[src/design/prefetch_pkg.sv]
package prefetch_pkg;

    // Bus and address geometry
    localparam int addr_width    = 20;
    localparam int word_width    = 16;
    localparam int byte_width    = 8;
    localparam int segment_shift = 4;

    // Prefetch queue sizing
    localparam int fifo_depth       = 6;
    localparam int fifo_ptr_width   = $clog2(fifo_depth);
    localparam int fifo_count_width = $clog2(fifo_depth + 1);

    // Architectural state out of reset
    localparam logic [15:0] reset_cs = 16'hffff;
    localparam logic [15:0] reset_ip = 16'h0000;

    // Fetch FSM state encodings
    localparam logic [2:0] st_idle       = 3'd0;
    localparam logic [2:0] st_access     = 3'd1;
    localparam logic [2:0] st_write_low  = 3'd2;
    localparam logic [2:0] st_write_high = 3'd3;
    localparam logic [2:0] st_discard    = 3'd4;

    // One bus word, or its two bytes with low at the even address
    typedef union packed {
        logic [word_width-1:0] word;
        struct packed {
            logic [byte_width-1:0] high;
            logic [byte_width-1:0] low;
        } bytes;
    } fetch_word_t;

endpackage
[src/design/instr_prefetch_unit.sv]
`timescale 1ns/1ps

module instr_prefetch_unit (
    input  logic                                clk,
    input  logic                                rst_n,
    input  logic                                load_new_ip,
    input  logic [15:0]                         new_cs,
    input  logic [15:0]                         new_ip,
    output logic [prefetch_pkg::addr_width-1:1] mem_addr,
    output logic                                mem_access,
    input  prefetch_pkg::fetch_word_t           mem_data,
    input  logic                                mem_ack,
    input  logic                                immed_start,
    input  logic                                immed_is_8bit,
    output logic                                immed_busy,
    output logic                                immed_complete,
    output logic [prefetch_pkg::word_width-1:0] immediate,
    output logic [15:0]                         ip_current,
    output logic                                fifo_empty
);
    import prefetch_pkg::*;

    logic                  fifo_wr_en;
    logic [byte_width-1:0] fifo_wr_data;
    logic                  fifo_flush;
    logic                  fifo_nearly_full;
    logic                  fifo_rd_en;
    logic [byte_width-1:0] fifo_rd_data;

    prefetch_fsm u_fsm (
        .clk              (clk),
        .rst_n            (rst_n),
        .load_new_ip      (load_new_ip),
        .new_cs           (new_cs),
        .new_ip           (new_ip),
        .fifo_nearly_full (fifo_nearly_full),
        .mem_ack          (mem_ack),
        .mem_data         (mem_data),
        .mem_addr         (mem_addr),
        .mem_access       (mem_access),
        .fifo_wr_en       (fifo_wr_en),
        .fifo_wr_data     (fifo_wr_data),
        .fifo_flush       (fifo_flush)
    );

    // Every byte popped advances the architectural IP
    ip_counter u_ip (
        .clk        (clk),
        .rst_n      (rst_n),
        .load       (load_new_ip),
        .inc        (fifo_rd_en),
        .load_val   (new_ip),
        .ip_current (ip_current)
    );

    prefetch_fifo u_fifo (
        .clk         (clk),
        .rst_n       (rst_n),
        .flush       (fifo_flush),
        .wr_en       (fifo_wr_en),
        .wr_data     (fifo_wr_data),
        .rd_en       (fifo_rd_en),
        .rd_data     (fifo_rd_data),
        .empty       (fifo_empty),
        .nearly_full (fifo_nearly_full)
    );

    immediate_reader u_reader (
        .clk          (clk),
        .rst_n        (rst_n),
        .start        (immed_start),
        .is_8bit      (immed_is_8bit),
        .fifo_rd_data (fifo_rd_data),
        .fifo_empty   (fifo_empty),
        .fifo_rd_en   (fifo_rd_en),
        .busy         (immed_busy),
        .complete     (immed_complete),
        .immediate    (immediate)
    );

endmodule

[src/design/immediate_reader.sv]
`timescale 1ns/1ps

module immediate_reader (
    input  logic                                clk,
    input  logic                                rst_n,
    input  logic                                start,
    input  logic                                is_8bit,
    input  logic [prefetch_pkg::byte_width-1:0] fifo_rd_data,
    input  logic                                fifo_empty,
    output logic                                fifo_rd_en,
    output logic                                busy,
    output logic                                complete,
    output logic [prefetch_pkg::word_width-1:0] immediate
);
    import prefetch_pkg::*;

    logic fetching;
    logic width_8;
    logic have_low;
    logic cur_8bit;
    logic cur_have_low;
    logic last_byte;

    // Start cycle already pops when a byte is waiting
    assign cur_8bit     = start ? is_8bit : width_8;
    assign cur_have_low = start ? 1'b0 : have_low;
    assign busy         = start || fetching;
    assign fifo_rd_en   = busy && !fifo_empty;
    assign last_byte    = fifo_rd_en && (cur_8bit || cur_have_low);

    always_ff @(posedge clk) begin
        if (!rst_n) begin
            fetching <= 1'b0;
            complete <= 1'b0;
            width_8  <= 1'b0;
            have_low <= 1'b0;
        end else begin
            complete <= last_byte;
            fetching <= busy && !last_byte;
            if (start) begin
                width_8 <= is_8bit;
            end
            if (last_byte) begin
                have_low <= 1'b0;
            end else if (fifo_rd_en) begin
                have_low <= 1'b1;
            end else begin
                have_low <= cur_have_low;
            end
        end
    end

    // First byte zero-extends, second fills the top half
    always_ff @(posedge clk) begin
        if (fifo_rd_en) begin
            if (!cur_have_low) begin
                immediate <= {{(word_width - byte_width){1'b0}}, fifo_rd_data};
            end else begin
                immediate[word_width-1:byte_width] <= fifo_rd_data;
            end
        end
    end

endmodule

[src/design/prefetch_fifo.sv]
`timescale 1ns/1ps

module prefetch_fifo (
    input  logic                                clk,
    input  logic                                rst_n,
    input  logic                                flush,
    input  logic                                wr_en,
    input  logic [prefetch_pkg::byte_width-1:0] wr_data,
    input  logic                                rd_en,
    output logic [prefetch_pkg::byte_width-1:0] rd_data,
    output logic                                empty,
    output logic                                nearly_full
);
    import prefetch_pkg::*;

    logic [byte_width-1:0]       mem [fifo_depth];
    logic [fifo_ptr_width-1:0]   wr_ptr;
    logic [fifo_ptr_width-1:0]   rd_ptr;
    logic [fifo_count_width-1:0] count;
    logic                        do_wr;
    logic                        do_rd;

    function automatic logic [fifo_ptr_width-1:0] next_ptr(input logic [fifo_ptr_width-1:0] p);
        if (p == fifo_ptr_width'(fifo_depth - 1)) begin
            return '0;
        end
        return p + 1'b1;
    endfunction

    assign do_wr = wr_en && (count != fifo_count_width'(fifo_depth));
    assign do_rd = rd_en && !empty;

    assign empty       = (count == '0);
    // Fewer than two slots left
    assign nearly_full = (count >= fifo_count_width'(fifo_depth - 1));
    assign rd_data     = mem[rd_ptr];

    always_ff @(posedge clk) begin
        if (!rst_n || flush) begin
            wr_ptr <= '0;
            rd_ptr <= '0;
            count  <= '0;
        end else begin
            if (do_wr) begin
                wr_ptr <= next_ptr(wr_ptr);
            end
            if (do_rd) begin
                rd_ptr <= next_ptr(rd_ptr);
            end
            if (do_wr && !do_rd) begin
                count <= count + 1'b1;
            end else if (do_rd && !do_wr) begin
                count <= count - 1'b1;
            end
        end
    end

    always_ff @(posedge clk) begin
        if (do_wr && !flush) begin
            mem[wr_ptr] <= wr_data;
        end
    end

endmodule

[src/design/ip_counter.sv]
`timescale 1ns/1ps

module ip_counter (
    input  logic        clk,
    input  logic        rst_n,
    input  logic        load,
    input  logic        inc,
    input  logic [15:0] load_val,
    output logic [15:0] ip_current
);
    import prefetch_pkg::*;

    // Load beats increment, wraps at 64 KB
    always_ff @(posedge clk) begin
        if (!rst_n) begin
            ip_current <= reset_ip;
        end else if (load) begin
            ip_current <= load_val;
        end else if (inc) begin
            ip_current <= ip_current + 16'd1;
        end
    end

endmodule

[src/design/prefetch_fsm.sv]
`timescale 1ns/1ps

module prefetch_fsm (
    input  logic                                    clk,
    input  logic                                    rst_n,
    input  logic                                    load_new_ip,
    input  logic [15:0]                             new_cs,
    input  logic [15:0]                             new_ip,
    input  logic                                    fifo_nearly_full,
    input  logic                                    mem_ack,
    input  prefetch_pkg::fetch_word_t               mem_data,
    output logic [prefetch_pkg::addr_width-1:1]     mem_addr,
    output logic                                    mem_access,
    output logic                                    fifo_wr_en,
    output logic [prefetch_pkg::byte_width-1:0]     fifo_wr_data,
    output logic                                    fifo_flush
);
    import prefetch_pkg::*;

    logic [2:0]            state;
    logic [15:0]           fetch_cs;
    logic [15:0]           fetch_ip;
    logic [15:0]           fetch_ip_inc;
    logic [addr_width-1:0] linear_cur;
    logic [addr_width-1:0] linear_inc;
    logic                  in_write;
    fetch_word_t           word_q;

    // Segment base plus offset, wrapping at 1 MB
    function automatic logic [addr_width-1:0] linear_addr(input logic [15:0] cs,
                                                          input logic [15:0] ip);
        logic [addr_width-1:0] base;
        base = {{(addr_width - word_width){1'b0}}, cs} << segment_shift;
        return base + {{(addr_width - word_width){1'b0}}, ip};
    endfunction

    assign fetch_ip_inc = fetch_ip + 16'd1;
    assign linear_cur   = linear_addr(fetch_cs, fetch_ip);
    assign linear_inc   = linear_addr(fetch_cs, fetch_ip_inc);

    // Bytes go out straight from the captured word
    assign in_write     = (state == st_write_low) || (state == st_write_high);
    assign fifo_wr_en   = in_write && !fifo_nearly_full && !load_new_ip;
    assign fifo_wr_data = (state == st_write_low) ? word_q.bytes.low : word_q.bytes.high;
    assign fifo_flush   = load_new_ip;

    always_ff @(posedge clk) begin
        if (!rst_n) begin
            state      <= st_idle;
            mem_access <= 1'b0;
            fetch_cs   <= reset_cs;
            fetch_ip   <= reset_ip;
        end else if (load_new_ip) begin
            fetch_cs <= new_cs;
            fetch_ip <= new_ip;
            // An access in flight must still finish on the bus
            if (mem_access && !mem_ack) begin
                state <= st_discard;
            end else begin
                state      <= st_idle;
                mem_access <= 1'b0;
            end
        end else begin
            case (state)
                st_idle: begin
                    if (!fifo_nearly_full) begin
                        state      <= st_access;
                        mem_access <= 1'b1;
                        mem_addr   <= linear_cur[addr_width-1:1];
                    end
                end
                st_access: begin
                    if (mem_ack) begin
                        mem_access <= 1'b0;
                        word_q     <= mem_data;
                        // Odd IP skips the byte below it
                        state      <= fetch_ip[0] ? st_write_high : st_write_low;
                    end
                end
                st_write_low: begin
                    if (fifo_wr_en) begin
                        fetch_ip <= fetch_ip_inc;
                        state    <= st_write_high;
                    end
                end
                st_write_high: begin
                    if (fifo_wr_en) begin
                        fetch_ip   <= fetch_ip_inc;
                        state      <= st_access;
                        mem_access <= 1'b1;
                        mem_addr   <= linear_inc[addr_width-1:1];
                    end
                end
                st_discard: begin
                    // Stale word is dropped
                    if (mem_ack) begin
                        mem_access <= 1'b0;
                        state      <= st_idle;
                    end
                end
                default: begin
                    state      <= st_idle;
                    mem_access <= 1'b0;
                end
            endcase
        end
    end

endmodule

[config.mk]
export PLATFORM = sky130hd
export DESIGN_NAME = instr_prefetch_unit
export DESIGN_NICKNAME = d
export VERILOG_FILES = /design/src/design/prefetch_pkg.sv /design/src/design/instr_prefetch_unit.sv /design/src/design/immediate_reader.sv /design/src/design/prefetch_fifo.sv /design/src/design/ip_counter.sv /design/src/design/prefetch_fsm.sv
export SDC_FILE = /design/constraint.sdc
export NUM_CORES = 1
export LEC_CHECK = 0
export ABC_AREA = 0
export BUFFER_PORTS_ARGS = -buffer_cell sky130_fd_sc_hd__buf_2
export CORE_UTILIZATION = 35
export DETAILED_ROUTE_END_ITERATION = 8
export GPL_TIMING_DRIVEN = 0
export PLACE_DENSITY = 0.54
export SLEW_MARGIN = 20
export SYNTH_ARGS = -nofsm -noshare
export SYNTH_HDL_FRONTEND = slang
export SYNTH_SLANG_ARGS = --single-unit
[constraint.sdc]
create_clock -name clk -period 4.2 [get_ports clk]
set_input_delay 1.05 -clock clk [delete_from_list [all_inputs] [get_ports clk]]
set_output_delay 1.05 -clock clk [all_outputs]
set_load 0.1 [all_outputs]
# After elaboration in Yosys (flattened, before gate mapping)
# Memories as Yosys holds them, arrays and structs flattened. A register that Yosys moved wholly into a read port is not among the register bits.
# Cells that the tools add are included.
# Widths: inputs -> output; s select.
# word_totals
ramBits,48
register_bits,116
mem_count,1
inputBits,54
out_inout_bits,55
elab_cells,128
# mem_list
name,depth,width,rd,rd_clocked_by_memory_dff,write_ports,line,rtl
u_fifo.mem,6,8,1,1,1,prefetch_fifo.sv:16,logic [byte_width-1:0] mem [fifo_depth];
# classes
n_mux,43
eq_ne,17
magnitude_cmp,1
bitwise_logic,3
reduce_logical,39
n_addsub,8
# op_table
op,count
$mux 16,5
$mux 3,15
$add 20x16->20,2
$mux 19,2
$pmux 19 s2,1
$add 16x1->16 const B,2
$mux 1,17
$pmux 3 s5,1
$reduce_and 5->1,3
$ne 3x3->1 const B,4
$logic_and 1x1->1,11
$reduce_bool 2->1,5
$add 3x1->3 const B,3
$eq 3x3->1 const B,3
$logic_not 1->1,8
$mux 8,1
$eq 3x2->1 const B,2
$logic_not 3->1,2
$ne 2x2->1 const B,3
$ne 3x2->1 const B,2
$reduce_or 2->1,3
$logic_or 1x1->1,4
$pmux 1 s4,1
$reduce_and 2->1,2
other kinds (7),9

# Logic depth before layout (Yosys ltp)
# Gate-level depths: netlist of the first run.
# logic_depth
depth_word,9
depth_mapped,12
ltp_nobuf,12

# Cells and area by module
# Synthesis of the first run repeated with hierarchy kept, for this count alone.
# hier_totals
hier_cells,650
hier_area_um2,7861.3
# modules_own_cells
mod,area_each_um2,cells_per_inst,n_inst,seq_area_each_um2
prefetch_fsm,3796.1,368,1,1771.7
prefetch_fifo,2421.1,138,1,1681.6
ip_counter,919.6,99,1,320.3
immediate_reader,724.4,45,1,560.5

# Least setup slack after synthesis of the first run
# OpenSTA, ideal clock, no wires.
# synth_path
kind,in2reg
from,in load_new_ip
to,reg u_fsm.mem_addr[10] (netlist bit) (enable)
n_path_buf,1
required_ns,3.753
path_slack_ns,0.439
cell_stages,4
t_arrival_ns,3.314
setup_time_ns,0.447
path_cell_list,clkbuf_1 -> inv_1 -> nand2_1 -> nor4_1
# synth_between
elab_chain_len,4
word_cells_on_any_way,5
classes_between,eq/ne (1); bitwise (1); reduce/logical (3)
# synth_rtl
element,line,rtl
"start, declared",instr_prefetch_unit.sv:6,"input logic load_new_ip,"
$logic_not 1->1,prefetch_fsm.sv:43,assign fifo_wr_en = in_write && !fifo_nearly_full && !load_new_ip;
$logic_and 1x1->1,prefetch_fsm.sv:43,
$ne 2x1->1 (no source line),-,
$reduce_and 5->1 (no source line) (*),-,
"end signal, assigned",prefetch_fsm.sv:69,mem_addr <= linear_cur[addr_width-1:1];
"end signal, assigned",prefetch_fsm.sv:91,mem_addr <= linear_inc[addr_width-1:1];
"end, declared",prefetch_fsm.sv:12,"output logic [prefetch_pkg::addr_width-1:1] mem_addr,"
# Mark *: on every way between the ends. The rest lies on a longest branch, timed or not.
# A chain may end at the register's enable or synchronous reset.

# Worst setup path after layout of the first run
# layout_path
from,reg u_fsm.fetch_ip[0]
to,"reg u_fsm.mem_addr[18] (netlist bit), data pin"
# layout_between
elab_chain_len,4
word_cells_on_any_way,6
classes_between,add/sub (3); mux (3)
# layout_rtl
element,line,rtl
"start, declared",prefetch_fsm.sv:22,logic [15:0] fetch_ip;
"start signal, assigned",prefetch_fsm.sv:52,fetch_ip <= reset_ip;
"start signal, assigned",prefetch_fsm.sv:55,fetch_ip <= new_ip;
"start signal, assigned",prefetch_fsm.sv:82,fetch_ip <= fetch_ip_inc;
$add 16x1->16,prefetch_fsm.sv:37,assign fetch_ip_inc = fetch_ip + 16'd1;
$add 20x16->20,prefetch_fsm.sv:34,"return base + {{(addr_width - word_width){1'b0}}, ip};"
$mux 19,prefetch_fsm.sv:87,if (fifo_wr_en) begin
$pmux 19 s2 (*),prefetch_fsm.sv:64,case (state)
# Mark *: on every way between the ends. The rest lies on a longest branch, timed or not. The select of a mux whose other input is x is not followed.

==> summary.txt, run 1 <==
Place
  • GPL Wtd Cong: 0.8211
  • Post-DP HPWL: 12360 µm
  • Placed cells: 1009
  • Port Buf Inserts: 106

Yosys
  • Distinct cells, synth: 67
  • Area leader, netlist: edfxtp_1
  • EDFF count, synth: 99
  • Syn_nets: 696
  • Asr flop ratio synth: 0%
  • Synth Register Bits: 167
  • Ys flop type: edfxtp_1
  • Synth top area cells: edfxtp_1 (40%), dfxtp_1 (18%), xnor2_1 (4.2%)
  • Synthesized cell area: 7501 µm²
  • Fraction of the yosys area taken by sequential cells: 57.78%
  • Ys Warns: 0
  • Synthesized area per cell: 12.02 µm²
  • Syn Inst Count: 624
  • Synth top area share: 39.63%

Global routing
  • First-pass GRT wire length: 25590 µm
  • Overall Global Routing Usage: 15.39%
  • Initial antenna violation count: 1
  • Global route total overflow: 0
  • Vias in the first global route: 4984
  • Largest net degree at the start of global routing: 18

Clock tree
  • Worst-Skew Late Latency: 0.43 ns
  • Clock slew at reported path FFs: 0.06 ns
  • Clk root buf: clkbuf_16
  • Hold_buf cts: 0
  • Clock sink count: 167
  • Longest Clk Path Bufs: 2
  • Total CTS buffers: 17
  • Setup Buffers After CTS: 0
  • H-tree depth: 4
  • TritonCTS clock tree: built
  • PostCTS Resize Cnt: 0

Routing
  • Drt first pass iters: 4
  • Routed WL: 16450 µm
  • Residual DRC: 0
  • Vias: 5019
  • DR iter-0 viols: 285
  • Vias per cell: 4.821
  • WL per Instance: 15.80 µm
  • DRT antenna net count: 0

Critical path
  • Critical R2R Launch: u_fsm.fetch_ip[0]
  • Crit. End Element: flip-flop
  • Critical path class: reg -> reg
  • Worst R2R End: u_fsm.mem_addr[18]
  • Critical path data arrival time: 3.81 ns
  • Worst setup SP type: flip-flop
  • R2R cell count: 11
  • WP data required: 4.37 ns
  • Setup slack, reg-to-reg: 0.56 ns
  • Worst Path Max Fanout: 6

Final layout
  • Final #Nets: 825
  • Area grow syn2layout: 20.20%
  • Finished Layout Cells: 1041
  • Ratio of cells with drive above 1 in the final layout: 24.44%
  • Fin util: 42.89%

Timing
  • Slew margin rel.: 45.10%
  • RSZ-0062 raised after global routing: false
  • # setup viols final: 0
  • Worst slew pin tran: 0.8236 ns
  • Fin crit share: 86.63%
  • F_max: 274.8 MHz
  • Tmin final: 3.638 ns
  • Setup Skew: 0.01077 ns
  • Final slew viol count: 0
  • Endpoints failing hold: 0

Floorplan
  • Die Ht: 148.4 µm
  • Area of the core: 21020 µm²
  • Top Ports: 109
  • FP Rows: 53
  • Die area: 22020 µm²
  • Die width: 148.4 µm
  • Initial core utilization: 35.68%

Worst hold path
  • Hold EP: u_fsm.fetch_cs[5]
  • Hold Path Cell Cnt: 2
  • Worst hold start: u_fsm.fetch_cs[5]
  • Worst Hold Class: reg -> reg

Job
  • Max Cap Viol: 0

Run status
  • Status: completed

Power and ir drop
  • Peak supply drop: 0.2688 mV
  • P per Cell Area: 444.2 nW/µm²
  • Pleak: 3.353 nW
[routing by layer]
metal | share of wire, % | up-vias | routed length (µm) | GRT usage, %
met5 | 0 | - | 0 | 0
met4 | 1.3 | 0 | 212 | 5.464
met3 | 4.1 | 14 | 668 | 3.957
met2 | 43 | 116 | 7045 | 22.51
met1 | 52 | 2348 | 8522 | 21.90
li1 | - | 2541 | - | -
[flip-flops by register name (all words and copies together) (netlist names), 3 cells and up, named ones only]
name and cells:
u_fsm.fetch_cs 16, u_fifo.mem 48, u_fifo.count 3, u_fsm.fetch_ip 16, u_fifo.wr_ptr 3, u_reader.immediate 16
u_fifo.rd_ptr 3, u_fsm.state 3, u_fsm.word_q 16, u_fsm.mem_addr 19, u_ip.ip_current 16
[synth_stat cells (3+ instances only)]
library cell  count
nand3_1          16
nand2_1          44
and4_1            4
nand4_1           8
o21a_1            3
mux2_2            9
mux4_2            8
xor2_1           23
buf_2             3
nor3b_1           4
o211ai_1          3
nor2b_1          10
and3_1            3
mux2i_1          24
a21o_1            3
inv_1            11
a21oi_1          58
edfxtp_1         99
ha_1             16
and2_1            4
dfxtp_1          68
nand2b_1          4
nor2_1           47
o21ai_0          26
nor4_4            3
clkbuf_1         18
nor3_1           17
xnor2_1          36
[critical path: stages, from the launching register on]
cell and delay (ns):
dfxtp_1 0.40, ha_1 0.22, nand3_1 0.21, nor3_1 0.61
nand3_1 0.18, xnor2_1 0.25, ha_1 0.34, a21o_1 0.20
a21oi_1 0.21, a21oi_1 0.18, o2111a_1 0.29, a311o_1 0.29
[where the power goes]
part | internal (mW) | total, mW | switching (mW)
sequential | 1.80 | 1.84 | 0.0466
combinational | 0.167 | 0.588 | 0.421
clock | 0.928 | 1.57 | 0.644
[placed cells by master (no fill, tap or decap), types with 16 or more instances in the layout]
master and n:
a21oi_1 58, buf_2 112, clkbuf_1 19, clkbuf_16 17, dfxtp_1 68, edfxtp_1 99, ha_1 16, mux2i_1 24
nand2_1 44, nand3_1 16, nor2_1 47, o21ai_0 26, xnor2_1 36, xor2_1 23
[final cells by class]
type                            count  area (µm²)
Buffer                             27       121.4
Timing Repair Buffer              110       553.0
Fill cell                        1986       12010
Clock inverter                     13       155.1
Tap cell                          275       344.1
Inverter                           12       47.55
Multi-Input combinational cell    418        3029
Sequential cell                   167        4334
Clock buffer                       18       429.2
Antenna cell                        1       2.502
[kinds of logic after synthesis]
family	after synthesis	share of synthesized area, %
muxes	41	6.956
adders and majority gates	19	3.336
DFF	167	57.78
buffers and inverters	39	2.252
xor gates and xnor gates	59	6.889
AOI/OAI and AO/OA	116	9.475
and+or+nand+nor	183	13.31
[through the flow]
step                      hold WS, ns  power (mW)  TNS (ns)  cell area, µm²  setup WS, ns
final                          0.4886       4.005         0            9016        0.5616
after detailed placement       0.4694       2.468         0            8424        0.6187
after global placement         0.4624       2.458    -19.38            8376       -0.9767
after CTS                      0.4855       4.039         0            9009        0.5913
after global routing           0.5302       4.155         0            9014        0.2961
after floorplan                0.4488       2.338         0            7501        0.4392
[worst max path at each step]
stage | start | to
after CTS | u_fsm.fetch_ip[0] | u_fsm.mem_addr[18]
after global routing | u_fsm.fetch_ip[0] | u_fsm.mem_addr[18]
after detailed placement | u_fsm.fetch_ip[0] | u_fsm.mem_addr[18]
after floorplan | load_new_ip | u_fsm.mem_addr[10]
final | u_fsm.fetch_ip[0] | u_fsm.mem_addr[18]
after global placement | load_new_ip | u_fsm.mem_addr[16]
Power figures use the tool's default switching activity.
==> inputs of run 2 (changes only) <==
--- a/config.mk
+++ b/config.mk
@@ -7,11 +7,12 @@
 export LEC_CHECK = 0
 export ABC_AREA = 0
 export BUFFER_PORTS_ARGS = -buffer_cell sky130_fd_sc_hd__buf_2
-export CORE_UTILIZATION = 35
+export CORE_UTILIZATION = 45
 export DETAILED_ROUTE_END_ITERATION = 8
 export GPL_TIMING_DRIVEN = 0
-export PLACE_DENSITY = 0.54
+export PLACE_DENSITY = 0.66
 export SLEW_MARGIN = 20
 export SYNTH_ARGS = -nofsm -noshare
 export SYNTH_HDL_FRONTEND = slang
 export SYNTH_SLANG_ARGS = --single-unit
+export TNS_END_PERCENT = 10
==> run 2 against run 1 <==
Effect of this change: routed wire length decreased by 3.6%; maximum frequency up 0.83%; clock skew about the same; sequential power about the same; setup slack improved by 0.030 ns; combinational power increased by 0.9%; die area decreased by 22%; flip-flop and latch count is the same; design area down 1.1%; clock power shrank 5%; non-clock buffer count unchanged; largest power group unchanged.
==> summary.txt, run 2 (same netlist as run 1, synthesis figures left out) <==
Run status
  • Status: completed

Timing
  • Tmin final: 3.609 ns
  • F_max: 277.1 MHz
  • Setup Skew: 0.01095 ns
  • Slew margin rel.: 46.70%
  • Final setup margin: 0.5914 ns
  • RSZ-0062 raised after global routing: false
  • # setup viols final: 0
  • Final setup TNS: 0 ns
  • Worst slew pin tran: 0.7995 ns
  • Final hold slack: 0.4878 ns
  • Final slew viol count: 0
  • Endpoints failing hold: 0
  • Fin crit share: 85.92%

Clock tree
  • Clock sink count: 167
  • Worst-Skew Late Latency: 0.43 ns
  • H-tree depth: 4
  • Clk root buf: clkbuf_16
  • Hold_buf cts: 0
  • Longest Clk Path Bufs: 2
  • PostCTS Resize Cnt: 0
  • TritonCTS clock tree: built
  • Clock slew at reported path FFs: 0.07 ns
  • Total CTS buffers: 17
  • Setup Buffers After CTS: 0

Global routing
  • Overall Global Routing Usage: 19.18%
  • Initial antenna violation count: 0
  • Global route total overflow: 0
  • First-pass GRT wire length: 25900 µm
  • M2 GR Usage: 28.46%
  • Vias in the first global route: 5131
  • Global route hottest layer: met2
  • Largest net degree at the start of global routing: 18
  • M3 GR Usage: 5.324%
  • Grt met1 use: 26.81%

Place
  • Post-DP HPWL: 11900 µm
  • Dpl ws: 0.6404 ns
  • Area after DPL: 8356 µm²
  • GPL Wtd Cong: 0.8388
  • Port Buf Inserts: 106

Routing
  • Routed WL: 15850 µm
  • Vias per cell: 5.245
  • Vias: 5151
  • WL per Instance: 16.14 µm
  • Drt first pass iters: 5
  • DR iter-0 viols: 359
  • DRT antenna net count: 0
  • Residual DRC: 0

Final layout
  • Area grow syn2layout: 18.92%
  • Most common cell after layout, fill and taps aside: buf_2
  • Max reg flops: 48
  • Ratio of cells with drive above 1 in the final layout: 25.07%
  • Commonest non-fill, non-tap cells in the layout: buf_2 (112), edfxtp_1 (99), dfxtp_1 (68)
  • Regs by FF count: u_fifo.mem: 48 flops, u_fsm.mem_addr: 19 flops
  • Design Area, Final: 8920 µm²
  • Fin util: 55.55%
  • Final #Nets: 825
  • Largest Register: u_fifo.mem
  • # diodes: 0

Floorplan
  • Top Ports: 109
  • Die Ht: 131.1 µm
  • Die width: 131.1 µm
  • Initial core utilization: 46.71%
  • Die area: 17190 µm²
  • Area of the core: 16060 µm²
  • FP Rows: 46

Power and ir drop
  • P per Cell Area: 440.0 nW/µm²
  • Peak supply drop: 0.2621 mV
  • Pleak: 3.347 nW

Critical path
  • Worst setup SP type: flip-flop
  • WP data required: 4.37 ns
  • Worst Path Max Fanout: 6
  • Critical path data arrival time: 3.78 ns
  • Critical path class: reg -> reg
  • Crit. End Element: flip-flop
  • R2R cell count: 11

Worst hold path
  • Worst Hold Class: reg -> reg
  • Hold Path Cell Cnt: 2

Job
  • Max Cap Viol: 0
## run 2: path summary, 6_finish.rpt
| check | start | endpoint | slack [ns] |
|---|---|---|---|
| max reg2reg | u_fsm.fetch_ip[0] | u_fsm.mem_addr[18] | 0.59 |
| min reg2reg | u_fsm.fetch_cs[3] | u_fsm.fetch_cs[3] | 0.49 |
| max | u_fsm.fetch_ip[0] | u_fsm.mem_addr[18] | 0.59 |
| min | u_fsm.fetch_cs[3] | u_fsm.fetch_cs[3] | 0.49 |
## run 2: through the flow
| step | power [mW] | std cells |
|---|---|---|
| finish | 3.925 | 982 |
| global route | 4.064 | 982 |
| CTS | 3.952 | 982 |
| detailed placement | 2.465 | 950 |
| global placement | 2.450 | 946 |
| floorplan | 2.338 | 624 |
## run 2: final cells by class
class                           count  area (µm²)
Buffer                             27       121.4
Clock buffer                       17       425.4
Clock inverter                     15       138.9
Fill cell                        1370        7138
Inverter                           12       47.55
Multi-Input combinational cell    418        3029
Sequential cell                   167        4334
Tap cell                          216       270.3
Timing Repair Buffer              110       553.0
## run 2: where the power goes
group / switching (mW) / total [mW] / internal (mW)
sequential: 0.0454 / 1.84 / 1.80
clock: 0.664 / 1.49 / 0.826
combinational: 0.425 / 0.593 / 0.168
total: 1.13 / 3.92 / 2.79
## run 2: layer usage
| metal | up-vias | wire length (µm) |
|---|---|---|
| met1 | 2414 | 7822 |
| met2 | 163 | 6952 |
| li1 | 2556 | - |
| met4 | 0 | 259 |
| met5 | - | 0 |
| met3 | 18 | 819 |
## run 2: critical path: stages, from the launching register on
cell and delay [ns]:
dfxtp_1 0.41, ha_1 0.23, nand3_1 0.20, nor3_1 0.61
nand3_1 0.17, xnor2_1 0.17, ha_1 0.37, a21o_1 0.21
a21oi_1 0.23, a21oi_1 0.19, o2111a_1 0.28, a311o_1 0.26
